$ cat src/design/dcache_pkg.sv
/*
 * Data cache shared definitions
 * Requester opcodes, controller states and the line geometry
 * used by the cache, its controller and the bus masters
 */
package dcache_pkg;

	// Bus and cache word width
	localparam int DATA_W = 32;

	// Four words per line, selected by two offset bits
	localparam int WORDS_PER_LINE = 4;
	localparam int OFFSET_W = 2;
	localparam int LINE_W = WORDS_PER_LINE * DATA_W;

	// Requester opcodes
	typedef enum logic [1:0] {
		OP_LOAD,
		OP_STORE,
		OP_INV
	} mem_op_e;

	// Request controller states
	typedef enum logic [2:0] {
		ST_IDLE,
		ST_LOOKUP,
		ST_POST,
		ST_FETCH,
		ST_FILL_DONE,
		ST_RESP
	} mu_state_e;

endpackage

$ cat src/design/dcache_wr.sv
/*
 * Cache array write decision
 * Decodes the controller state, opcode, enable, hit and fill
 * acknowledge into registered word, line and invalidate strobes
 */
module dcache_wr
	import dcache_pkg::*;
(
	input  logic      clk,
	input  logic      arst_n,
	input  mu_state_e state,
	input  mem_op_e   op,
	input  logic      dce,
	input  logic      hit,
	input  logic      ack,
	output logic      wr_word,
	output logic      wr_line,
	output logic      clr_valid
);

	// All strobes are single-cycle pulses one clock behind the decoded state
	always_ff @(posedge clk or negedge arst_n) begin
		if (!arst_n) begin
			wr_word <= 1'b0;
			wr_line <= 1'b0;
			clr_valid <= 1'b0;
		end else begin
			wr_word <= 1'b0;
			wr_line <= 1'b0;
			clr_valid <= 1'b0;
			case (state)
				ST_LOOKUP: begin
					// Write-through store updates the cached copy only on a hit
					if (op == OP_STORE && dce && hit)
						wr_word <= 1'b1;
					// Invalidate drops a resident line whatever the enable
					if (op == OP_INV && hit)
						clr_valid <= 1'b1;
				end
				ST_FILL_DONE: begin
					// Line arrives from the read engine, uncached loads leave the arrays alone
					if (ack && op == OP_LOAD && dce)
						wr_line <= 1'b1;
				end
				default: ;
			endcase
		end
	end

	// The arrays take one kind of update per cycle
	a_one_write: assert property (@(posedge clk) disable iff (!arst_n)
		$onehot0({wr_word, wr_line, clr_valid}))
		else $error("dcache_wr: more than one array write strobe");

endmodule

$ cat config.mk
export PLATFORM = sky130hd
export DESIGN_NAME = dcache_wr
export DESIGN_NICKNAME = d
export VERILOG_FILES = /design/src/design/dcache_pkg.sv /design/src/design/dcache_wr.sv
export SDC_FILE = /design/constraint.sdc
export NUM_CORES = 1
export LEC_CHECK = 0
export ABC_AREA = 1
export BUFFER_PORTS_ARGS = -buffer_cell sky130_fd_sc_hd__buf_2
export CELL_PAD_IN_SITES_DETAIL_PLACEMENT = 1
export CELL_PAD_IN_SITES_GLOBAL_PLACEMENT = 1
export CORE_AREA = 5 5 42 44
export CTS_CLUSTER_SIZE = 28
export DETAILED_ROUTE_END_ITERATION = 16
export DIE_AREA = 0 0 47 49
export PLACE_DENSITY_LB_ADDON = 0.1
export SETUP_SLACK_MARGIN = 0.1
export SLEW_MARGIN = 40
export SYNTH_ARGS = -nofsm -noshare
export SYNTH_HDL_FRONTEND = slang
export SYNTH_SLANG_ARGS = --single-unit
export TNS_END_PERCENT = 20
$ cat constraint.sdc
create_clock -name clk -period 0.8 [get_ports clk]
set_input_delay 0 -clock clk [delete_from_list [all_inputs] [get_ports clk]]
set_output_delay 0 -clock clk [all_outputs]
set_load 0.01 [all_outputs]
### After elaboration in Yosys (flattened, before gate mapping)

Index checks and enable logic that the tools add are counted.

| storage, ports and cells | value |
|---|---|
| logic and storage cells | 19 |
| register bits after elaboration | 3 |
| output and inout bits | 3 |
| input bits | 10 |

| operators by class | value |
|---|---|
| reductions and logical operators | 6 |
| mux-type cells | 6 |
| equality and inequality tests | 4 |

Operators with widths:

| operator | count |
|---|---|
| $mux W1 | 6 |
| $logic_and A1 B1 Y1 | 5 |
| $eq A3 B1 Y1 const B | 1 |
| $eq A3 B3 Y1 const B | 1 |
| $eq A2 B1 Y1 const B | 1 |
| $eq A2 B2 Y1 const B | 1 |
| $logic_not A2 Y1 | 1 |

### Depth between registers and ports, before layout

| logic depth | value |
|---|---|
| depth in word-level cells | 5 |
| gate-level depth with buffers | 4 |
| depth with buffers taken out | 4 |

### Worst setup path after synthesis

No wires, ideal clock.

| timing | value |
|---|---|
| path kind | register to output |
| from | reg clr_valid |
| to | out clr_valid |
| required time | 800 ps |
| arrival | 376 ps |
| path buffers | 0 |
| path slack | 424 ps |
| stages on the path, launching flop included | 1 |
| cell sequence | dfrtp_1 |

RTL lines:

| what | RTL line | RTL |
|---|---|---|
| start, declared | dcache_wr.sv:18 | `output logic clr_valid` |
| start signal, assigned | dcache_wr.sv:26 | `clr_valid <= 1'b0;` |
| start signal, assigned | dcache_wr.sv:30 | `clr_valid <= 1'b0;` |
| start signal, assigned | dcache_wr.sv:38 | `clr_valid <= 1'b1;` |

No word-level cell between the ends.

### Worst setup path in the final report

| timing | value |
|---|---|
| from | reg clr_valid |
| to | out clr_valid |

No word-level cell between the ends.

==> reports/summary.txt <==
CP bufs+invs: 1
WS Path Type: flop to output pin
Slowest CP cell: dfrtp_1
Final Total Pwr: 0.0004717 W
Port bufs: 12
Vias per cell: 3.321
Switching pwr: 0.0001043 W
Critical path startpoint category: flop
ANT nets after route: 0
Clock power share: 0.562
Starting Density: 0.1054
Core Area: 1401 um2
Die area: 2303 um2
Setup bufs post-CTS: 0
RSZ-0062 raised after global routing: yes
Critical Path Sink Type: output pin
Largest net degree at the start of global routing: 4
Residual DRC: 0
First-pass detailed-route iteration total: 2
CTS root buffer: clkbuf_4
Fill count: 190
Clk buf depth: 2
GP Congestion: 0.6814
Max_cap viols: 0
Gate Count Post-Synth: 20
# nets final: 48
Synth Warn #: 0
Slew Limit Headroom: 0.9272
Mapped Nets: 30
Critical path's top delay family: flip-flops
CTS clk-pin slew, worst paths: 0.04 ns
Setup TNS: 0 ns
Crit path time final: 0.7121 ns
Commonest non-fill, non-tap cell in the layout: buf_2
Total Wirelength: 451 um
GRT Total Usage: 0.05634
Sw frac: 0.2211
Final Hold Fails: 0
Mapped cell area: 147.6 um2
Wire length per cell: 8.509 um
Worst Tran Pin Value: 0.1089 ns
Flops & latches, synth: 3
# H-tree levels: 1
Critical Path AT: 0.71 ns
Cell Rows: 14
Post-synthesis area per instance: 7.382 um2
Initial DRC Count: 1
Max Fclk: 1404 MHz
Most frequent cells in the layout: 12 x buf_2, 5 x inv_1, 4 x nor2_1
Total CTS buffers: 3
IR drop worst, VDD: 0.3097 mV
Peak per-stage delay on the critical path: 0.35 ns
Die X: 47 um
Status: completed
Final setup fails: 0
Part of the power in registers: 0.326
CTS tree: built
Die Ht: 49 um
Grt total ovfl: 0
Pwr dens: 1787 nW/um2
Antenna violations before repair: 0
Share of post-route cells with drive strength above 1: 0.4595
Layout overhead on the synthesized area: 78.81%
IO Count: 13
First-pass GRT wire length: 828 um
Via Count: 176
Cell internal pwr: 0.0003674 W
Critical Path RT: 0.80 ns
Combinational share of power: 0.112
N_diodes: 0
Hold WC Path Type: primary input to flop
Worst Hold Slack: 0.01697 ns
Clock tree sinks: 3
Tcrit/Tclk final: 0.8902
Post_cts resized: 0
Share of the yosys chip area belonging to registers: 0.5085
Number of global-route vias before repair: 220
Distinct cell type count after synthesis: 6
CP Cell Sequence: buf_2
CP max FO: 1
P_leak: 0.1572 nW
Max-slew violations: 0
-- routing by layer --
layer,part of all wire,global-route usage
met1,0.37,0.05275
met2,0.57,0.07240
met3,0.058,0.02214
met4,0,0.08295
met5,0,0
-- state kept, by name (all words and copies together), names as in the netlist --
signal / cells
wr_word: 1
wr_line: 1
clr_valid: 1
-- final timing paths --
check | startpoint | to | slack [ns] | depth (start not counted)
setup / recovery | clr_valid$_DFF_PN0_ | clr_valid | 0.09 | 1
hold / removal | state[2] | wr_line$_DFF_PN0_ | 0.02 | 3
max in group asynchronous | arst_n | wr_word$_DFF_PN0_ | 0.60 | 2
min in group asynchronous | arst_n | wr_line$_DFF_PN0_ | 0.10 | 2
-- metrics by stage --
step | cell area, um2 | instances | util | setup WS, ns
2_1_floorplan | 147.6 | 20 | - | 0.4244
3_3_place_gp | 227.7 | 48 | 0.1625 | 0.3292
3_5_place_dp | 227.7 | 48 | 0.1625 | 0.3123
4_1_cts | 264.0 | 53 | 0.1884 | 0.07420
5_1_grt | 264.0 | 53 | 0.1884 | 0.04548
6_report | 264.0 | 53 | 0.1884 | 0.08786
-- Yosys cell counts (all sizes together) --
cell,number,share of area
nor2,6,0.19
inv,5,0.13
dfrtp,3,0.51
nand2,3,0.076
nand3,3,0.10
-- power groups by stage --
stage	sequential, W	clock, W	combinational [W]
after CTS	0.000154	0.000278	0.0000544
after global placement	0.000156	0	0.0000480
final	0.000154	0.000265	0.0000527
after global routing	0.000154	0.000315	0.0000605
after detailed placement	0.000156	0	0.0000504
after floorplan	0.000156	0	0.0000155
-- layout make-up --
class	instances	area (um2)	share of cell area
Clock buffer	4	26.28	0.09953
Multi-Input combinational cell	12	53.80	0.2038
Tap cell	16	20.02	0.07583
Inverter	5	18.77	0.07109
Sequential cell	3	75.07	0.2844
Timing Repair Buffer	13	70.07	0.2654
-- repair_timing --
action / in CTS / in global routing
setup endpoints to repair: 3 / 3
hold buffers: 1 / 0
endpoints found under the hold margin: 3 / 0
-- cell families (layout without fill, tap and decap cells) --
kind of cell  count (synthesis)  in the layout  share of synthesized area
buf+inv                       5             22                     0.1271
flops                         3              3                     0.5085
simple gates                 12             12                     0.3643
No activity file was read; power rests on OpenSTA's default activity.
