<file path="config.mk">
export PLATFORM = sky130hd
export DESIGN_NAME = mem_unit
export DESIGN_NICKNAME = d
export VERILOG_FILES = /design/src/design/dcache_pkg.sv /design/src/design/mem_unit.sv
export SDC_FILE = /design/constraint.sdc
export NUM_CORES = 1
export LEC_CHECK = 0
export ABC_AREA = 1
export CORE_AREA = 2 2 116 118
export DETAILED_ROUTE_END_ITERATION = 12
export DIE_AREA = 0 0 118 120
export DONT_BUFFER_PORTS = 1
export GPL_TIMING_DRIVEN = 0
export SYNTH_ARGS = -nofsm -noshare
export SYNTH_HDL_FRONTEND = slang
export SYNTH_SLANG_ARGS = --single-unit
</file>
<file path="constraint.sdc">
create_clock -name clk -period 1.3 [get_ports clk]
set_input_delay 0.13 -clock clk [delete_from_list [all_inputs] [get_ports clk]]
set_output_delay 0.13 -clock clk [all_outputs]
set_load 0.005 [all_outputs]
</file>
<file path="src/design/dcache_pkg.sv">
/*
 * Data cache shared definitions
 * Requester opcodes, controller states and the line geometry
 * used by the cache, its controller and the bus masters
 */
package dcache_pkg;

	// Bus and cache word width
	localparam int DATA_W = 32;

	// Four words per line, selected by two offset bits
	localparam int WORDS_PER_LINE = 4;
	localparam int OFFSET_W = 2;
	localparam int LINE_W = WORDS_PER_LINE * DATA_W;

	// Requester opcodes
	typedef enum logic [1:0] {
		OP_LOAD,
		OP_STORE,
		OP_INV
	} mem_op_e;

	// Request controller states
	typedef enum logic [2:0] {
		ST_IDLE,
		ST_LOOKUP,
		ST_POST,
		ST_FETCH,
		ST_FILL_DONE,
		ST_RESP
	} mu_state_e;

endpackage

</file>
<file path="src/design/mem_unit.sv">
/*
 * Request controller
 * Sequences lookup, store posting, line or word fetch and the
 * done handshake toward the requester
 */
module mem_unit
	import dcache_pkg::*;
#(
	parameter int ADDR_W = 10
) (
	input  logic              clk,
	input  logic              arst_n,
	input  logic              req,
	input  mem_op_e           op,
	input  logic [ADDR_W-1:0] addr,
	input  logic [DATA_W-1:0] wdata,
	input  logic              dce,
	input  logic              hit,
	input  logic [DATA_W-1:0] cache_rdata,
	input  logic              wb_full,
	input  logic              rd_done,
	input  logic [LINE_W-1:0] rd_data,
	output logic              done,
	output logic [DATA_W-1:0] rdata,
	output mu_state_e         state,
	output logic              wb_push,
	output logic [ADDR_W-1:0] wb_addr,
	output logic [DATA_W-1:0] wb_data,
	output logic              rd_start,
	output logic [ADDR_W-1:0] rd_addr,
	output logic              rd_line
);

	mu_state_e           state_next;
	logic                from_fetch;
	logic [OFFSET_W-1:0] word_sel;

	// ============================================================
	// Next-state logic
	// ============================================================
	always_comb begin
		state_next = state;
		case (state)
			ST_IDLE:
				if (req)
					state_next = ST_LOOKUP;
			ST_LOOKUP: begin
				case (op)
					// Every store goes to memory, hit or not
					OP_STORE: state_next = wb_full ? ST_POST : ST_RESP;
					OP_INV:   state_next = ST_RESP;
					default:  state_next = (dce && hit) ? ST_RESP : ST_FETCH;
				endcase
			end
			// Stall here until the buffer has a free entry
			ST_POST:
				if (!wb_full)
					state_next = ST_RESP;
			// Launch cycle for the read engine
			ST_FETCH:
				state_next = ST_FILL_DONE;
			// Wait for the last word, the fill strobe is decoded off this state
			ST_FILL_DONE:
				if (rd_done)
					state_next = ST_RESP;
			ST_RESP:
				state_next = ST_IDLE;
			default:
				state_next = ST_IDLE;
		endcase
	end

	always_ff @(posedge clk or negedge arst_n) begin
		if (!arst_n) begin
			state <= ST_IDLE;
			done <= 1'b0;
			from_fetch <= 1'b0;
		end else begin
			state <= state_next;
			// Done coincides with the RESP cycle
			done <= (state_next == ST_RESP);
			if (state == ST_FETCH)
				from_fetch <= 1'b1;
			else if (state == ST_IDLE)
				from_fetch <= 1'b0;
		end
	end

	// Push as soon as the store sees room, in LOOKUP or later in POST
	assign wb_push = (state == ST_LOOKUP || state == ST_POST) && op == OP_STORE && !wb_full;
	assign wb_addr = addr;
	assign wb_data = wdata;

	// Cached misses fetch a whole line, uncached loads a single word
	assign rd_start = (state == ST_FETCH);
	assign rd_addr = addr;
	assign rd_line = dce;

	// The fill lands in the arrays after RESP, so a fetched load reads the line buffer
	assign word_sel = addr[OFFSET_W+1:2];
	assign rdata = from_fetch ? rd_data[word_sel*DATA_W +: DATA_W] : cache_rdata;

	a_done_in_resp: assert property (@(posedge clk) disable iff (!arst_n)
		done |-> state == ST_RESP)
		else $error("mem_unit: done outside RESP");

endmodule

</file>
**Yosys cells after proc, flatten, opt, wreduce, memory -nomap -nowiden**

Cells that the tools add are included.

- Register bits after elaboration: 5
- Input port bits: 211
- Output and inout bits: 91
- Logic and storage cells: 28

- Equality and inequality tests: 7
- Shift-type cells: 1
- Mux-type cells: 10
- Reduce and logical (&&, ||, !) cells: 7

Operator list:

| operator | number |
|---|---|
| $shiftx 128x8->32 | 1 |
| $mux 32 | 1 |
| $mux 3 | 5 |
| $pmux 3 s5 | 1 |
| $eq 3x2->1 const B | 2 |
| $eq 3x3->1 const B | 2 |
| $pmux 3 s2 | 1 |
| $eq 3x1->1 const B | 1 |
| $logic_and 1x1->1 | 3 |
| $logic_not 3->1 | 1 |
| $eq 2x1->1 const B | 1 |
| $eq 2x2->1 const B | 1 |
| $mux 1 | 2 |
| $reduce_bool 2->1 | 1 |
| $logic_not 1->1 | 1 |
| $logic_or 1x1->1 | 1 |

**Longest topological paths before layout**

- Depth after elaboration: 5
- Gate-level depth with buffers: 8
- Depth with buffers taken out: 8

**Worst setup path after synthesis**

Ideal clock, no wire load.

- Kind: flip-flop to output port
- Start: reg from_fetch
- End: out rdata[11]
- Arrival: 1.010 ns
- Required time: 1.170 ns
- Setup slack: 0.160 ns
- Cell stages (with the launch flop): 6
- Buffers on the path: 2
- Cells stage by stage: dfrtp_1 clkbuf_1 inv_1 clkbuf_1 nand2_1 nand2_1

- Longest elaborated chain between the ends: 1

RTL lines:

| what | RTL line | text |
|---|---|---|
| start: declaration | mem_unit.sv:35 | `logic from_fetch;` |
| start signal: assignment | mem_unit.sv:77 | `from_fetch <= 1'b0;` |
| start signal: assignment | mem_unit.sv:83 | `from_fetch <= 1'b1;` |
| start signal: assignment | mem_unit.sv:85 | `from_fetch <= 1'b0;` |
| $mux 32 | mem_unit.sv:101 | `assign rdata = from_fetch ? rd_data[word_sel*DATA_W +: DATA_W] : cache_rdata;` |
| end: declaration | mem_unit.sv:24 | `output logic [DATA_W-1:0] rdata,` |

No other way between the ends.

**Worst setup path in the final report**

- Start: reg from_fetch
- End: out rdata[29]

The elaborated chain is that of the path after synthesis.

==> results.cfg <==
[detailed_routing]
viasPerCell = 4.398
firstDrtPassIters = 4
drc_errors = 0
totalWireLength_um = 9830
routedWlPerCell_um = 16.36
ant_nets = 0
drt_iter0_markers = 66
num_vias = 2643

[final_layout]
most-common-layout-cells = nor2_1 (104), nand2_1 (103), buf_4 (61)
final_common_cell = nor2_1
fillers = 1542
final-seq-area_um2 = 130.1
nets = 639
post-route-util_pct = 19.31
multiInputGateArea_um2 = 1390
synthToLayoutAreaGrowth_pct = 20.74
antenna_cells = 0
layout-drive-gt1-share_pct = 24.00

[die]
die_h_um = 120
die_w_um = 118
die-area_um2 = 14160
floorplan.initialDensity_pct = 15.99
row_count = 42
coreArea_um2 = 12980
ios = 302

[timing]
grt_setup_unrepaired = true
timing.final.hold_violations = 0
worst_pin_slew_ps = 259.4
finalSetupViolations = 0
worst_slack_ps = 22.41
slew_violations = 0
timing.fmax_mhz = 782.7
fin_crit_ps = 1278
timing.final.crit_share_pct = 98.28
skew_ps = 1.468
slew_headroom_pct = 82.52

[clock_tree]
clock_path_buffers = 2
cts_buffers = 3
cts_tree = built
clk_pin_slew_ps = 30
worstSkewPairLatency_ps = 220
cts-root-buf = clkbuf_16
cts-htree-levels = 1
cts_num_sinks = 5

[placed_design]
placement.io_buffers = 0
dp_hpwl_um = 8251
gp_congestion = 0.8478
pre_cts_slack_ps = -447.1

[pwr]
power_density_nw_per_um2 = 964.3
ir_drop_mv = 0.3784
p_leak_nw = 1.211

[logic_synthesis]
syn_area_per_cell_um2 = 4.954
synth_top_family_by_area = simple AND/OR/NAND/NOR gates
synth.area.mux_share_pct = 0
syn_nets = 632
synth_fa_ha_area_share_pct = 1.206
ys_types = 18
netlist_area_um2 = 2076
synth_compound_area_share_pct = 24.23
yosys.area_share.simple_pct = 40.14
yosysSeqAreaShare_pct = 6.028
synth_warnings = 0
synth-xor-area-share_pct = 0
syn_inst = 419
ys_seq_elements = 5

[global_route]
antenna_found_initial = 0
grt_pass1_wl_um = 13720
grt_max_degree = 11
grt_pass1_vias = 2464
overflow = 0
track_usage_pct = 12.59

[worst_setup_path]
cp.required_ps = 1170
critPathKind = reg2out
cp-start-kind = flop
endpoint_kind = output pin
worst_ep_arrival_time_ps = 1150
critPathMaxFanout = 10

[run_status]
status = finished clean

[hold_path]
min_path_type = in2reg

[flow_run]
drv_cap = 0
==> cell type report <==
class,instances,share of cell area (%)
inverters,13,2.147
multi-input cells,322,55.47
well taps,176,8.787
clock buffers,4,3.145
repair buffers,3,0.9985
flip-flops and latches,5,5.192
plain buffers,78,24.26
==> layer usage <==
metal	vias to the layer above	GRT usage [%]	share of wire, %
li1	1293	-	-
met1	1165	14.27	40
met2	179	24.27	52
met3	6	2.186	7.4
met4	0	3.012	1.1
met5	-	0	0
==> flip-flops by register name (all words and copies together), names as in the netlist <==
signal,flops
from_fetch,1
done,1
state,3
==> report_power, final <==
part | leakage, nW | switching, mW | internal, mW
clock network | 0.0382 | 0.0935 | 0.406
registers | 0.0597 | 0.126 | 0.227
logic | 1.11 | 0.936 | 0.629
==> stage by stage <==
step	power (mW)	setup TNS, ps	hold slack (ps)	cells	area [um2]
5_1_grt	2.638	-247.9	211.3	601	2506
3_5_place_dp	1.711	-11250	-165.5	595	2296
4_1_cts	2.422	0	176.6	601	2492
6_report	2.417	0	171.4	601	2506
3_3_place_gp	1.704	-11120	-165.5	595	2296
2_1_floorplan	1.325	0	-165.6	419	2076
==> worst paths after layout <==
kind	start	endpoint	slack (ps)	cells past startpoint
worst max-delay path	from_fetch$_DFFE_PN0P_	rdata[29]	20	4
worst min-delay path	req	state[0]$_DFF_PN0_	170	4
worst max register to register	state[2]$_DFF_PN0_	done$_DFF_PN0_	180	6
worst min register to register	state[2]$_DFF_PN0_	state[0]$_DFF_PN0_	670	3
max in group asynchronous	arst_n	state[1]$_DFF_PN0_	890	1
min in group asynchronous	arst_n	state[0]$_DFF_PN0_	200	1
==> repair_timing <==
action | in CTS | in global routing
hold buffers | 1 | 0
gates cloned | 0 | 0
hold endpoints to repair | 5 | 0
endpoints found under the setup margin | 33 | 25
pin swaps | 2 | 2
setup buffers | 2 | 0
resized for setup | 35 | 9
==> worst max-delay path, stage by stage (launching register included) <==
cell and delay (ps):
dfrtp_2 470, inv_6 130, clkbuf_16 160, nand2_1 60, nand2_2 90
==> cells by family (layout without fill, tap and decap cells) <==
logic type               after synthesis  count (layout)
buffers and inverters                 92              98
adder cells (fa/ha/maj)                2               2
AO/OA/AOI/OAI                        100             100
AND/OR/NAND/NOR                      220             220
flip-flops                             5               5
==> synth_stat cells <==
master / n / area (um2)
a21oi_1: 3 / 15.01
a22oi_1: 1 / 7.510
buf_1: 1 / 3.750
buf_2: 9 / 45.04
buf_4: 55 / 412.9
buf_6: 3 / 33.78
clkbuf_1: 8 / 30.03
clkbuf_2: 3 / 15.01
dfrtp_1: 5 / 125.1
ha_1: 2 / 25.02
inv_1: 11 / 41.29
inv_2: 2 / 7.510
nand2_1: 110 / 412.9
nand3_1: 4 / 20.02
nand4_1: 1 / 6.260
nor2_1: 105 / 394.1
o21ai_0: 38 / 190.2
o21ai_1: 58 / 290.3
Power figures use the tool's default switching activity.
