**config.mk**
```make
export PLATFORM = sky130hd
export DESIGN_NAME = dcache_ram
export DESIGN_NICKNAME = d
export VERILOG_FILES = /design/src/design/dcache_pkg.sv /design/src/design/dcache_ram.sv
export SDC_FILE = /design/constraint.sdc
export NUM_CORES = 2
export LEC_CHECK = 0
export BUFFER_PORTS_ARGS = -buffer_cell sky130_fd_sc_hd__buf_2
export CORE_ASPECT_RATIO = 1.4
export CORE_UTILIZATION = 30
export CTS_CLUSTER_SIZE = 14
export DETAILED_ROUTE_END_ITERATION = 6
export SYNTH_ARGS = -nofsm -noshare
export SYNTH_HDL_FRONTEND = slang
export SYNTH_SLANG_ARGS = --single-unit
```
**constraint.sdc**
```tcl
create_clock -name clk -period 1.6 [get_ports clk]
set_input_delay 0.08 -clock clk [delete_from_list [all_inputs] [get_ports clk]]
set_output_delay 0.08 -clock clk [all_outputs]
set_load 0.02 [all_outputs]
```
**src/design/dcache_pkg.sv**
```systemverilog
/*
 * Data cache shared definitions
 * Requester opcodes, controller states and the line geometry
 * used by the cache, its controller and the bus masters
 */
package dcache_pkg;

	// Bus and cache word width
	localparam int DATA_W = 32;

	// Four words per line, selected by two offset bits
	localparam int WORDS_PER_LINE = 4;
	localparam int OFFSET_W = 2;
	localparam int LINE_W = WORDS_PER_LINE * DATA_W;

	// Requester opcodes
	typedef enum logic [1:0] {
		OP_LOAD,
		OP_STORE,
		OP_INV
	} mem_op_e;

	// Request controller states
	typedef enum logic [2:0] {
		ST_IDLE,
		ST_LOOKUP,
		ST_POST,
		ST_FETCH,
		ST_FILL_DONE,
		ST_RESP
	} mu_state_e;

endpackage

```
**src/design/dcache_ram.sv**
```systemverilog
/*
 * Direct-mapped cache arrays
 * Tag, valid and data storage with a combinational tag compare,
 * single-word store update, whole-line fill and line invalidate
 */
module dcache_ram
	import dcache_pkg::*;
#(
	parameter int ADDR_W = 10,
	parameter int LINES = 16
) (
	input  logic              clk,
	input  logic              arst_n,
	input  logic [ADDR_W-1:0] addr,
	input  logic [DATA_W-1:0] wdata,
	input  logic [LINE_W-1:0] fill_data,
	input  logic              wr_word,
	input  logic              wr_line,
	input  logic              clr_valid,
	output logic              hit,
	output logic [DATA_W-1:0] rdata
);

	// Byte address splits into tag, line index, word offset and byte bits
	localparam int IDX_W = $clog2(LINES);
	localparam int TAG_W = ADDR_W - IDX_W - OFFSET_W - 2;

	logic [TAG_W-1:0]    tag_mem [LINES];
	logic [LINE_W-1:0]   data_mem [LINES];
	logic [LINES-1:0]    valid;
	logic [IDX_W-1:0]    idx;
	logic [TAG_W-1:0]    tag;
	logic [OFFSET_W-1:0] off;

	assign off = addr[OFFSET_W+1:2];
	assign idx = addr[OFFSET_W+2 +: IDX_W];
	assign tag = addr[ADDR_W-1 -: TAG_W];

	// Lookup is purely combinational on the held request address
	assign hit = valid[idx] && (tag_mem[idx] == tag);
	assign rdata = data_mem[idx][off*DATA_W +: DATA_W];

	// ============================================================
	// Valid bits
	// ============================================================
	always_ff @(posedge clk or negedge arst_n) begin
		if (!arst_n)
			valid <= '0;
		else if (wr_line)
			valid[idx] <= 1'b1;
		else if (clr_valid)
			valid[idx] <= 1'b0;
	end

	// ============================================================
	// Tag and data arrays
	// ============================================================
	always_ff @(posedge clk) begin
		if (wr_line) begin
			tag_mem[idx] <= tag;
			data_mem[idx] <= fill_data;
		end else if (wr_word) begin
			// Only issued on a hit, so the tag already matches
			data_mem[idx][off*DATA_W +: DATA_W] <= wdata;
		end
	end

endmodule

```
After elaboration in Yosys (flattened, before gate mapping)
Memories as Yosys holds them, arrays and structs flattened.
Cells that the tools add are included.
Storage, ports and cells
  flip-flop bits (word level): 16
  latch bits: 0
  memory bits (writable): 2080
  bits in read-only memories: 0
  input port bits: 175
  output and inout port bits: 33
  word-level logic and storage cells: 283
  memories: 2
Memories
  data_mem: depth 16, bits a word 128, read ports 1, clocked after Yosys merged registers in 0, write ports 1, RTL line dcache_ram.sv:29  | logic [LINE_W-1:0] data_mem [LINES];
  tag_mem: depth 16, bits a word 2, read ports 1, clocked after Yosys merged registers in 0, write ports 1, RTL line dcache_ram.sv:28  | logic [TAG_W-1:0] tag_mem [LINES];
Cells by class
  $add $sub $neg: 1
  multiply operators: 0
  divide/modulo/power cells: 0
  magnitude comparators: 2
  equal/unequal tests: 1
  shift operators: 3
  muxes and demuxes: 139
  bitwise operators: 131
  reduce and logical (&&, ||, !) cells: 3
Operators with widths (number)
  $mux W1: 134
  $mux W128: 1
  $or A1 B1 Y1: 128
  $shift A32 B34 Y128 const A: 1
  $shiftx A128 B8 Y32: 1
  $shiftx A32 B34 Y128: 1
  $neg A7 Y34: 1
  $mux W16: 2
  $and A16 B16 Y16: 1
  $not A16 Y16: 1
  $or A16 B16 Y16: 1
  $lt A4 B5 Y1 const B: 1
  $bmux W1 S4: 1
  $demux W1 S4: 1
  $ge A4 B1 Y1 const B: 1
  $eq A2 B2 Y1: 1
  $logic_and A1 B1 Y1: 2
  $reduce_bool A2 Y1: 1

Longest topological paths before layout
  depth in word-level cells: 8
  mapped depth: 9
  mapped depth without buffers: 6

Worst setup path after synthesis
Ideal clock, no wire load.
  path kind: input to register
  from: input addr[5]
  to: memory data_mem[0][0] in the netlist's numbering (enable)
  library setup time: 0.421 ns
  arrival: 2.686 ns
  data required time: 1.179 ns
  setup slack: -1.507 ns
  stages: 9
  cells stage by stage: buf_6 > buf_6 > buf_6 > buf_6 > buf_6 > nor2_1 > clkbuf_1 > nand2_1 > nor2_1
RTL lines
  start: declaration: RTL line dcache_ram.sv:14  | input logic [ADDR_W-1:0] addr,
  end: declaration: RTL line dcache_ram.sv:29
Straight into the memory's write port.

Final worst setup path
  from: memory data_mem[6][2] in the netlist's numbering
  to: output rdata[2]
On the way
  cells in the longest elaborated chain, start to end: 2
Ends and longest elaborated chain
  $mem_v2 Z16 W128
  $shiftx A128 B8 Y32: RTL line dcache_ram.sv:41  | assign rdata = data_mem[idx][off*DATA_W +: DATA_W];
  end: declaration: RTL line dcache_ram.sv:21  | output logic [DATA_W-1:0] rdata
Every way passes these cells.

==> results.md <==
- Antenna-violating nets left: 0
- Post-synthesis compound-gate area fraction: 5.20%
- Post-synthesis register bit count: ~2,100
- First-pass GRT wire length: roughly 360 mm
- Port bufs: around 210
- Layout cells sized above 1: between 30% and 40%
- Max FO, Critical Path: 1
- Die area: ~270,000 µm²
- CTS root buf: clkbuf_16
- Hold path cells: 3
- Layout Cells excl Fill: 8,535
- Top delay family on crit path: compound AO/OA/AOI/OAI gates
- Clk buf depth: 3
- DR WL/cell: around 31 µm
- Setup repair after global routing missed its margin: yes
- Critical Path End: rdata[2]
- Critical path buffers and inverters: 2
- Post-Place Cells: about 8,000
- Die H: between 600 and 700 µm
- Remaining Overflow, GRT: 0
- CP Class: reg2out
- Worst skew pair latency: 830 ps
- Simple logic cell fraction of the synthesized area: less than 1%
- Min-delay worst type: in2reg
- TritonCTS Buffers: between 150 and 200
- H-tree Lvls: 4
- Final period util: 184%
- Placer Congestion: between 0.8 and 0.9
- Critical-path top delay cell: mux4_2
- Nets: 5,003
- Setup ws final: -1340 ps
- Vias in the first global route: between 40,000 and 50,000
- Top-count cell post-synth: edfxtp_1
- Top cells by area, synth: edfxtp_1 77%, mux4_2 11%, mux2i_1 3.5%, a22o_1 1.7%, o221ai_1 0.61%
- Row Count: between 200 and 250
- Failing checks: setup timing
- Unique masters post-synth: 43
- Syn Std Cell Area: roughly 80,000 µm²
- Pwr dens: about 1100 nW/µm²
- Synth Flop Type: edfxtp_1
- Measured slew at the worst slew-check pin: 795 ps
- Post-synth EDFFs: roughly 2,100
- Synth Net Count: around 4,000
- Critical path capture point type: output pin
- Post-Synth XOR/XNOR Area: less than 1%
- Final setup violation count: approximately 210
- Detailed-route via count: 44,846
- Leak Pwr: 34.6 nW
- DRC violations left: 0
- Final Max Tran Viols: 0
- Synth top area share: 76.6%
- Post-place setup slack: -1380 ps
- Mapped Avg Cell Area: between 20 and 25 µm²
- Critical Path AT: approximately 2900 ps
- Crit path cell chain: mux4_2, a22o_1, a2111oi_2, buf_4, a21oi_4, o211a_1, buf_6
- Worst setup startpoint: data_mem[6][2]
- Flop2flop setup slack: roughly 830 ps
- Initial detailed-routing violation count: ~5,300
- Final Hold Vio Count: 0
- Final clock skew: 0 ps
- Die X: 443 µm
- Synthesis-to-layout area growth: 29.2%
- Mux contribution to synthesized area: between 10% and 20%
- Gr usage total: 19.1%
- CTS tree: done
- Final core utilization: a little under 40%
- Fmax: 340 MHz
- Via-per-instance ratio: about 5.3
- Sequential share of the synthesized area: 77.1%
- Outcome: complete, but fails checks
- Post-synth ARST share: less than 1%
- Ports: between 200 and 250
- Max Cap Violations: 0
- Core Area: about 270,000 µm²
- Critical Path Stages: 7
- Cell count after synthesis: ~3,800
- Max stage delay on crit path: 470 ps
- Clk pin slew, worst setup/hold paths: approximately 60 ps
- Max transition margin: between 40% and 50%
- Worst VDD drop: about 1.1 mV
- Post-Synth Adder-Cell Area: 0.0767%
- Setup_tns: -40,010 ps
- Largest net degree at the start of global routing: 57
- DP HPWL: between 150 and 200 mm
- Largest family of logic cells by synthesized area: multiplexers
- Most frequent cells after synthesis: 2,080 x edfxtp_1, 398 x mux4_2, 289 x mux2i_1, 160 x a22o_1
- Final wirelength: ~270 mm
- R2R depth: 2
- CP Launch Type: flop
- Initial antenna violation count: 33
- Starting density of the core: 30.2%
- WP data required: 1520 ps
- TritonRoute pass-1 iters: 6
- Crit path time final: 2940 ps
- Sink Count: 2,096
- Area leader, netlist: edfxtp_1
- Synth warn: 0
- Power, Total: approximately 120 mW
==> routing by layer <==
layer	vias to the layer above	track usage, %	wire length [µm]
li1	18308	-	-
met2	2052	31.8	131000
met3	373	3.99	22200
met4	14	9.35	13300
met1	24099	23.7	99600
met5	-	0	86
==> power breakdown <==
group          internal, mW  switching (mW)
Clock                  24.2            20.2
Sequential             61.9           0.324
Combinational          5.13            6.64
Total                  91.3            27.2
==> worst register-to-register path, cell delays in order, from the launching register on <==
cell	delay, ps
dfrtp_1	380
buf_4	140
a21o_1	140
==> cells by family after synthesis <==
group           Yosys count
compound gates          538
mux                     721
buf+inv                 248
xor+xnor                  2
fa+ha+maj                 5
simple gates            177
flops                  2096
==> metrics by stage <==
| step | instance area (µm²) | hold WS (ps) |
|---|---|---|
| floorplan | 82600 | -216 |
| global placement | 95500 | 13.6 |
| detailed placement | 95500 | 21.2 |
| CTS | 105000 | 4.36 |
| global route | 105000 | 17.1 |
| finish | 105000 | 60.6 |
==> cells in the final DEF, fill, tap and decap left out, types with 17 or more instances in the layout <==
master	n
a2111oi_2	21
a211oi_4	37
a21oi_1	26
a221oi_2	18
a22o_1	108
a22o_4	42
a22oi_1	43
a22oi_2	19
buf_12	281
buf_2	167
buf_4	426
buf_6	53
clkbuf_1	50
clkbuf_16	199
clkinv_1	40
clkinv_2	36
diode_2	19
dlygate4sd3_1	147
edfxtp_1	2080
mux2_2	25
mux2i_1	279
mux4_2	398
nand3_1	17
nor2_1	28
nor2_4	68
o221ai_1	56
o22ai_1	70
==> area by class of cell <==
cell class / instances / area [µm²]
Fill cell: 24125 / 165000
Timing Repair Buffer: 1084 / 12000
Sequential cell: 2096 / 62900
Clock buffer: 254 / 5210
Inverter: 3 / 11.3
Multi-Input combinational cell: 1443 / 20000
Clock inverter: 102 / 821
Tap cell: 3534 / 4420
Antenna cell: 19 / 47.5
==> state kept, by name (all words and copies together) (netlist names), named ones only <==
name / cells
tag_mem: 32
data_mem: 2048
==> worst min path at each step <==
stage             startpoint               end
2_1_floorplan         arst_n         async pin
3_3_place_gp          arst_n         async pin
3_5_place_dp          arst_n         async pin
4_1_cts        fill_data[36]  data_mem[15][36]
5_1_grt            wdata[24]  data_mem[9][120]
6_report            wdata[8]    data_mem[3][8]
==> repair_timing <==
action | 4_1_cts | 5_1_grt
endpoints found under the setup margin | 328 | 512
gates resized for setup | 323 | 74
gates cloned | 3 | 2
setup buffers | 12 | 5
pin swaps | 109 | 24
hold buffers | 144 | 3
hold endpoints to repair | 2088 | 35
No activity file was read; power rests on OpenSTA's default activity.
