`config.mk`:
```
export PLATFORM = sky130hd
export DESIGN_NAME = write_buffer
export DESIGN_NICKNAME = d
export VERILOG_FILES = /design/src/design/dcache_pkg.sv /design/src/design/write_buffer.sv
export SDC_FILE = /design/constraint.sdc
export NUM_CORES = 1
export LEC_CHECK = 0
export BUFFER_PORTS_ARGS = -buffer_cell sky130_fd_sc_hd__buf_2
export CAP_MARGIN = 20
export CORE_ASPECT_RATIO = 1.5
export CORE_MARGIN = 3
export CORE_UTILIZATION = 55
export CTS_BUF_LIST = sky130_fd_sc_hd__clkbuf_4 sky130_fd_sc_hd__clkbuf_8
export DETAILED_ROUTE_END_ITERATION = 8
export HOLD_SLACK_MARGIN = 0.12
export PLACE_DENSITY_LB_ADDON = 0.3
export SLEW_MARGIN = 20
export SYNTH_ARGS = -nofsm -noshare
export SYNTH_HDL_FRONTEND = slang
export SYNTH_SLANG_ARGS = --single-unit
```
`constraint.sdc`:
```
create_clock -name clk -period 3.8 [get_ports clk]
set_input_delay 0.76 -clock clk [delete_from_list [all_inputs] [get_ports clk]]
set_output_delay 0.76 -clock clk [all_outputs]
set_load 0.1 [all_outputs]
```
`src/design/dcache_pkg.sv`:
```
/*
 * Data cache shared definitions
 * Requester opcodes, controller states and the line geometry
 * used by the cache, its controller and the bus masters
 */
package dcache_pkg;

	// Bus and cache word width
	localparam int DATA_W = 32;

	// Four words per line, selected by two offset bits
	localparam int WORDS_PER_LINE = 4;
	localparam int OFFSET_W = 2;
	localparam int LINE_W = WORDS_PER_LINE * DATA_W;

	// Requester opcodes
	typedef enum logic [1:0] {
		OP_LOAD,
		OP_STORE,
		OP_INV
	} mem_op_e;

	// Request controller states
	typedef enum logic [2:0] {
		ST_IDLE,
		ST_LOOKUP,
		ST_POST,
		ST_FETCH,
		ST_FILL_DONE,
		ST_RESP
	} mu_state_e;

endpackage

```
`src/design/write_buffer.sv`:
```
/*
 * Posted write buffer
 * Store FIFO that drains in order as an APB write master
 */
module write_buffer
	import dcache_pkg::*;
#(
	parameter int ADDR_W = 10,
	parameter int WB_DEPTH = 4
) (
	input  logic              clk,
	input  logic              arst_n,
	input  logic              push,
	input  logic [ADDR_W-1:0] push_addr,
	input  logic [DATA_W-1:0] push_data,
	input  logic [DATA_W-1:0] prdata,
	input  logic              pready,
	output logic              full,
	output logic              psel,
	output logic              penable,
	output logic [ADDR_W-1:0] paddr,
	output logic              pwrite,
	output logic [DATA_W-1:0] pwdata
);

	localparam int PTR_W = (WB_DEPTH > 1) ? $clog2(WB_DEPTH) : 1;
	localparam int CNT_W = $clog2(WB_DEPTH + 1);

	logic [ADDR_W-1:0] addr_q [WB_DEPTH];
	logic [DATA_W-1:0] data_q [WB_DEPTH];
	logic [PTR_W-1:0]  wr_ptr;
	logic [PTR_W-1:0]  rd_ptr;
	logic [CNT_W-1:0]  count;
	logic              pop;

	assign full = (count == CNT_W'(WB_DEPTH));

	// A transfer retires the head entry when the access phase completes
	assign pop = penable && pready;

	// ============================================================
	// FIFO pointers and occupancy
	// ============================================================
	always_ff @(posedge clk or negedge arst_n) begin
		if (!arst_n) begin
			wr_ptr <= '0;
			rd_ptr <= '0;
			count <= '0;
		end else begin
			if (push)
				wr_ptr <= (wr_ptr == PTR_W'(WB_DEPTH - 1)) ? '0 : wr_ptr + 1'b1;
			if (pop)
				rd_ptr <= (rd_ptr == PTR_W'(WB_DEPTH - 1)) ? '0 : rd_ptr + 1'b1;
			if (push && !pop)
				count <= count + 1'b1;
			else if (pop && !push)
				count <= count - 1'b1;
		end
	end

	always_ff @(posedge clk) begin
		if (push) begin
			addr_q[wr_ptr] <= push_addr;
			data_q[wr_ptr] <= push_data;
		end
	end

	// ============================================================
	// APB write sequencer
	// ============================================================
	// Select stays up while entries remain, so drains run back to back
	assign psel = (count != '0);
	assign paddr = addr_q[rd_ptr];
	assign pwdata = data_q[rd_ptr];
	assign pwrite = 1'b1;

	always_ff @(posedge clk or negedge arst_n) begin
		if (!arst_n)
			penable <= 1'b0;
		else if (!penable)
			penable <= psel;
		else if (pready)
			penable <= 1'b0;
	end

	// The controller must hold a store while the buffer is full
	a_no_push_full: assert property (@(posedge clk) disable iff (!arst_n)
		!(push && full))
		else $error("write_buffer: push while full");

endmodule

```
After elaboration in Yosys (flattened, before gate mapping)
Memory sizes are Yosys's and may differ from the RTL's. Index checks and enable logic that the tools add are counted.

Add/sub/neg operators: 4. Equal/unequal tests: 3. Multiplexer cells: 8. Reduce and logical (&&, ||, !) cells: 7.

Operators by type and width (count): 3-bit 2-to-1 mux (2); 2-bit by 1-bit adder with 2-bit output, second input constant (2); 2-bit == test, second input constant (2); 1-bit 2-to-1 mux (4); 2-bit 2-to-1 mux (2); 3-bit by 1-bit adder with 3-bit output, second input constant (1); 3-bit == test, second input constant (1); 1-bit logical AND (3); 3-bit nonzero test (1); 3-bit by 1-bit subtractor with 3-bit output, second input constant (1); 1-bit zero test (2); 2-bit nonzero test (1).

Register bits after elaboration: 8. Bits in writable memories: 168. Input port bits: 78. Output and inout bits: 46. Word-level logic and storage cells: 28. Memories kept: 2.

Memory list: data_q (words 4, bits a word 32, read ports 1, clocked after Yosys merged registers in 0, wr ports 1, line write_buffer.sv:30) `logic [DATA_W-1:0] data_q [WB_DEPTH];`; addr_q (words 4, bits a word 10, read ports 1, clocked after Yosys merged registers in 0, wr ports 1, line write_buffer.sv:29) `logic [ADDR_W-1:0] addr_q [WB_DEPTH];`.

Longest topological paths before layout
Word-level depth: 4. Mapped depth: 7.

Worst setup path after synthesis
No wires, ideal clock.

Path type: register to output. From: register count[0]. To: output port full. Data arrival time: 2.647 ns. Required time: 3.040 ns. Path slack: 0.393 ns. Stages on the path, launching flop included: 2. Buffers on the path: 0. Path through: dfrtp_1 nor3b_1.

Word-level cells in the longest chain between the ends: 1.

RTL lines: start, declared (line write_buffer.sv:33) `logic [CNT_W-1:0] count;`; start signal, assigned (line write_buffer.sv:55) `count <= count + 1'b1;`; start signal, assigned (line write_buffer.sv:57) `count <= count - 1'b1;`; 3-bit == test (line write_buffer.sv:36) `assign full = (count == CNT_W'(WB_DEPTH));`; end, declared (line write_buffer.sv:18) `output logic full,`.

No other way between the ends.

Worst setup path after layout
From: register rd_ptr[0]. To: output port paddr[2].

Word-level cells in the longest chain between the ends: 1.

RTL lines: start, declared (line write_buffer.sv:32) `logic [PTR_W-1:0] rd_ptr;`; start signal, assigned (line write_buffer.sv:53) `rd_ptr <= (rd_ptr == PTR_W'(WB_DEPTH - 1)) ? '0 : rd_ptr + 1'b1;`; memory 4 x 10 bit; end, declared (line write_buffer.sv:21) `output logic [ADDR_W-1:0] paddr,`.

No other way between the ends.

==> results.py <==
metrics = {
    "floorplan": {
        "fp.dieH_um": 139.9,
        "pin_count": 124,
        "die_w_um": 95.28,
        "initial_utilization_pct": 56.74,
        "core_area_um2": 11590,
        "fp.dieArea_um2": 13330,
        "num_rows": 48,
    },
    "worst_hold_path": {
        "hold_path_class": "in2async",
    },
    "global_route": {
        "use_met2_pct": 30.08,
        "antenna_found_initial": 0,
        "grt_max_degree": 31,
        "grt_pass1_vias": 3296,
        "globalRouteMet3Util_pct": 5.266,
        "busiest_layer": "met2",
        "grt-ovfl-total": 0,
        "grt_pass1_wl_um": 17040,
        "track_usage_pct": 17.68,
        "grt_util_met1_pct": 21.24,
    },
    "sta": {
        "fmax_ghz": 0.3151,
        "tns_ns": 0,
        "skew_ns": 0.009050,
        "hold_viol": 0,
        "tightestPinTransition_ns": 0.8495,
        "relSlewSlack_pct": 43.37,
        "rsz0062_at_grt": "false",
        "post-route-period-util_pct": 83.53,
        "finalCriticalPeriod_ns": 3.174,
        "setup_violations": 0,
        "maxSlewViolCount": 0,
    },
    "clocking": {
        "htreeDepth": 4,
        "cts_tree": "done",
        "path_clk_slew_ns": 0.08,
        "numCtsBuffers": 17,
        "cts_root_buf": "clkbuf_8",
        "clock_sinks": 176,
        "post_cts.repair.setup_buffers": 0,
        "cts_resized": 0,
        "clk_path_buf_depth": 2,
        "clock_latency_ns": 0.43,
        "hold_buffers": 0,
    },
    "route": {
        "vias_per_cell": 5.495,
        "ant_nets": 0,
        "via_count": 2940,
        "drtPass1Iterations": 4,
        "finalWirelength_um": 10680,
        "drtIter0Drc": 142,
        "post_drt_wl_per_cell_um": 19.97,
        "route.detailed.drc": 0,
    },
    "final_layout": {
        "final_layout_size_suffix_gt1_share_pct": 46.48,
        "stdcell_count": 535,
        "final_cell_mix": "168 x edfxtp_1, 90 x buf_2, 38 x mux4_2",
        "layout_commonest_cell": "edfxtp_1",
        "syn2layout_area_growth_pct": 14.84,
        "final_nets": 455,
    },
    "worst_setup_path": {
        "worstPathCellList": "buf_4 > mux4_2 > buf_2",
        "path_class": "reg2out",
        "start_kind": "flip-flop",
        "cp-end-kind": "output pin",
        "cp.required_ns": 3.04,
        "cp.arrival_ns": 2.41,
        "rr_startpoint": "wr_ptr[0]$_DFFE_PN0P_",
        "r2r-end": "data_q[0][14]$_DFFE_PP_",
        "ff2ff_path_depth": 4,
        "timing.reg2reg.setup_slack_ns": 1.80,
        "cp_slowest_stage_delay_ns": 0.79,
        "slowest_stage": "dfrtp_4",
        "path_buf_inv": 2,
        "path_max_fanout": 29,
        "cp_top_family": "flip-flops",
    },
    "synth": {
        "syn_nets": 346,
        "synth_edf_count": 168,
        "ys_seq_elements": 176,
        "syn_area_um2": 6576,
        "synthCells": 261,
        "synth_seq_area_share_pct": 79.76,
        "ys_types": 24,
        "yosysWarnings": 0,
        "syn_area_per_cell_um2": 25.20,
        "synth-async-reset-ratio_pct": 4.545,
        "synth-main-ff-cell": "edfxtp_1",
    },
    "placement": {
        "portBuffers": 90,
        "place_hpwl_um": 6896,
        "routabilityCongestion": 0.7276,
        "place_inst": 501,
    },
    "flow_run": {
        "maxCapViolCount": 0,
    },
    "status": {
        "status": "completed",
    },
}
==> per-layer routing <==
metal / wire length, um / vias to the layer above
met5: 0 / -
met4: 161 / 0
met3: 421 / 11
met2: 5960 / 71
met1: 4138 / 1535
li1: - / 1323
==> metrics by stage <==
stage          setup slack, ns  hold WS [ns]  instance area (um^2)  util [%]
6_report                0.6260        0.1537                  7552     65.16
3_5_place_dp             1.017        0.4766                  7196     62.08
3_3_place_gp             1.024        0.4625                  7196     62.08
4_1_cts                 0.5365        0.1269                  7547     65.11
5_1_grt                 0.4379        0.1283                  7547     65.11
2_1_floorplan           0.3928        0.4491                  6576         -
==> flip-flops by register name, summed over array words and instances, names as in the netlist <==
name     cells
addr_q      40
count        3
data_q     128
penable      1
rd_ptr       2
wr_ptr       2
==> layout make-up <==
type	instances	area, um^2
diodes	2	5.005
clock buffers	18	241.5
clock inverters	14	110.1
fillers	770	4039
inverters	3	11.26
multi-input cells	71	1201
flip-flops and latches	176	5250
well taps	150	187.7
repair buffers	101	545.5
==> cell usage after synthesis (2+ instances only) <==
| library cell | count | area [um^2] |
|---|---|---|
| edfxtp_1 | 168 | 5045 |
| mux4_2 | 38 | 855.8 |
| dfrtp_1 | 8 | 200.2 |
| ha_1 | 6 | 75.07 |
| buf_2 | 5 | 25.02 |
| and2_1 | 4 | 25.02 |
| buf_12 | 4 | 80.08 |
| mux4_1 | 4 | 105.1 |
| inv_1 | 3 | 11.26 |
| nand2_1 | 3 | 11.26 |
| mux2_2 | 2 | 22.52 |
| nor2_1 | 2 | 7.510 |
| o21ai_0 | 2 | 10.01 |
| xor2_1 | 2 | 17.52 |
==> kinds of logic (layout without fill, tap and decap cells) <==
logic type / after synthesis / count (layout) / synth area share (%)
xor gates and xnor gates: 3 / 3 / 0.3996
buffers and inverters: 14 / 136 / 2.055
DFF: 176 / 176 / 79.76
and+or+nand+nor: 12 / 12 / 0.9513
other: 1 / 3 / 0.05702
adders and majority gates: 7 / 7 / 1.446
muxes: 44 / 44 / 14.95
AOI/OAI and AO/OA: 4 / 4 / 0.3806
==> how the worst max path moves through the flow <==
stage                     cells past startpoint    endpoint                  start
after global placement                        3    paddr[2]  rd_ptr[0]$_DFFE_PN0P_
after detailed placement                      3  pwdata[23]  rd_ptr[0]$_DFFE_PN0P_
after floorplan                               1        full   count[0]$_DFFE_PN0P_
after CTS                                     3  pwdata[23]  rd_ptr[0]$_DFFE_PN0P_
after global routing                          3  pwdata[28]  rd_ptr[0]$_DFFE_PN0P_
final                                         3    paddr[2]  rd_ptr[0]$_DFFE_PN0P_
Power is left out: the tool's default activity adds up to more than one toggle a clock period on the data nets, which glitch-free logic cannot reach.
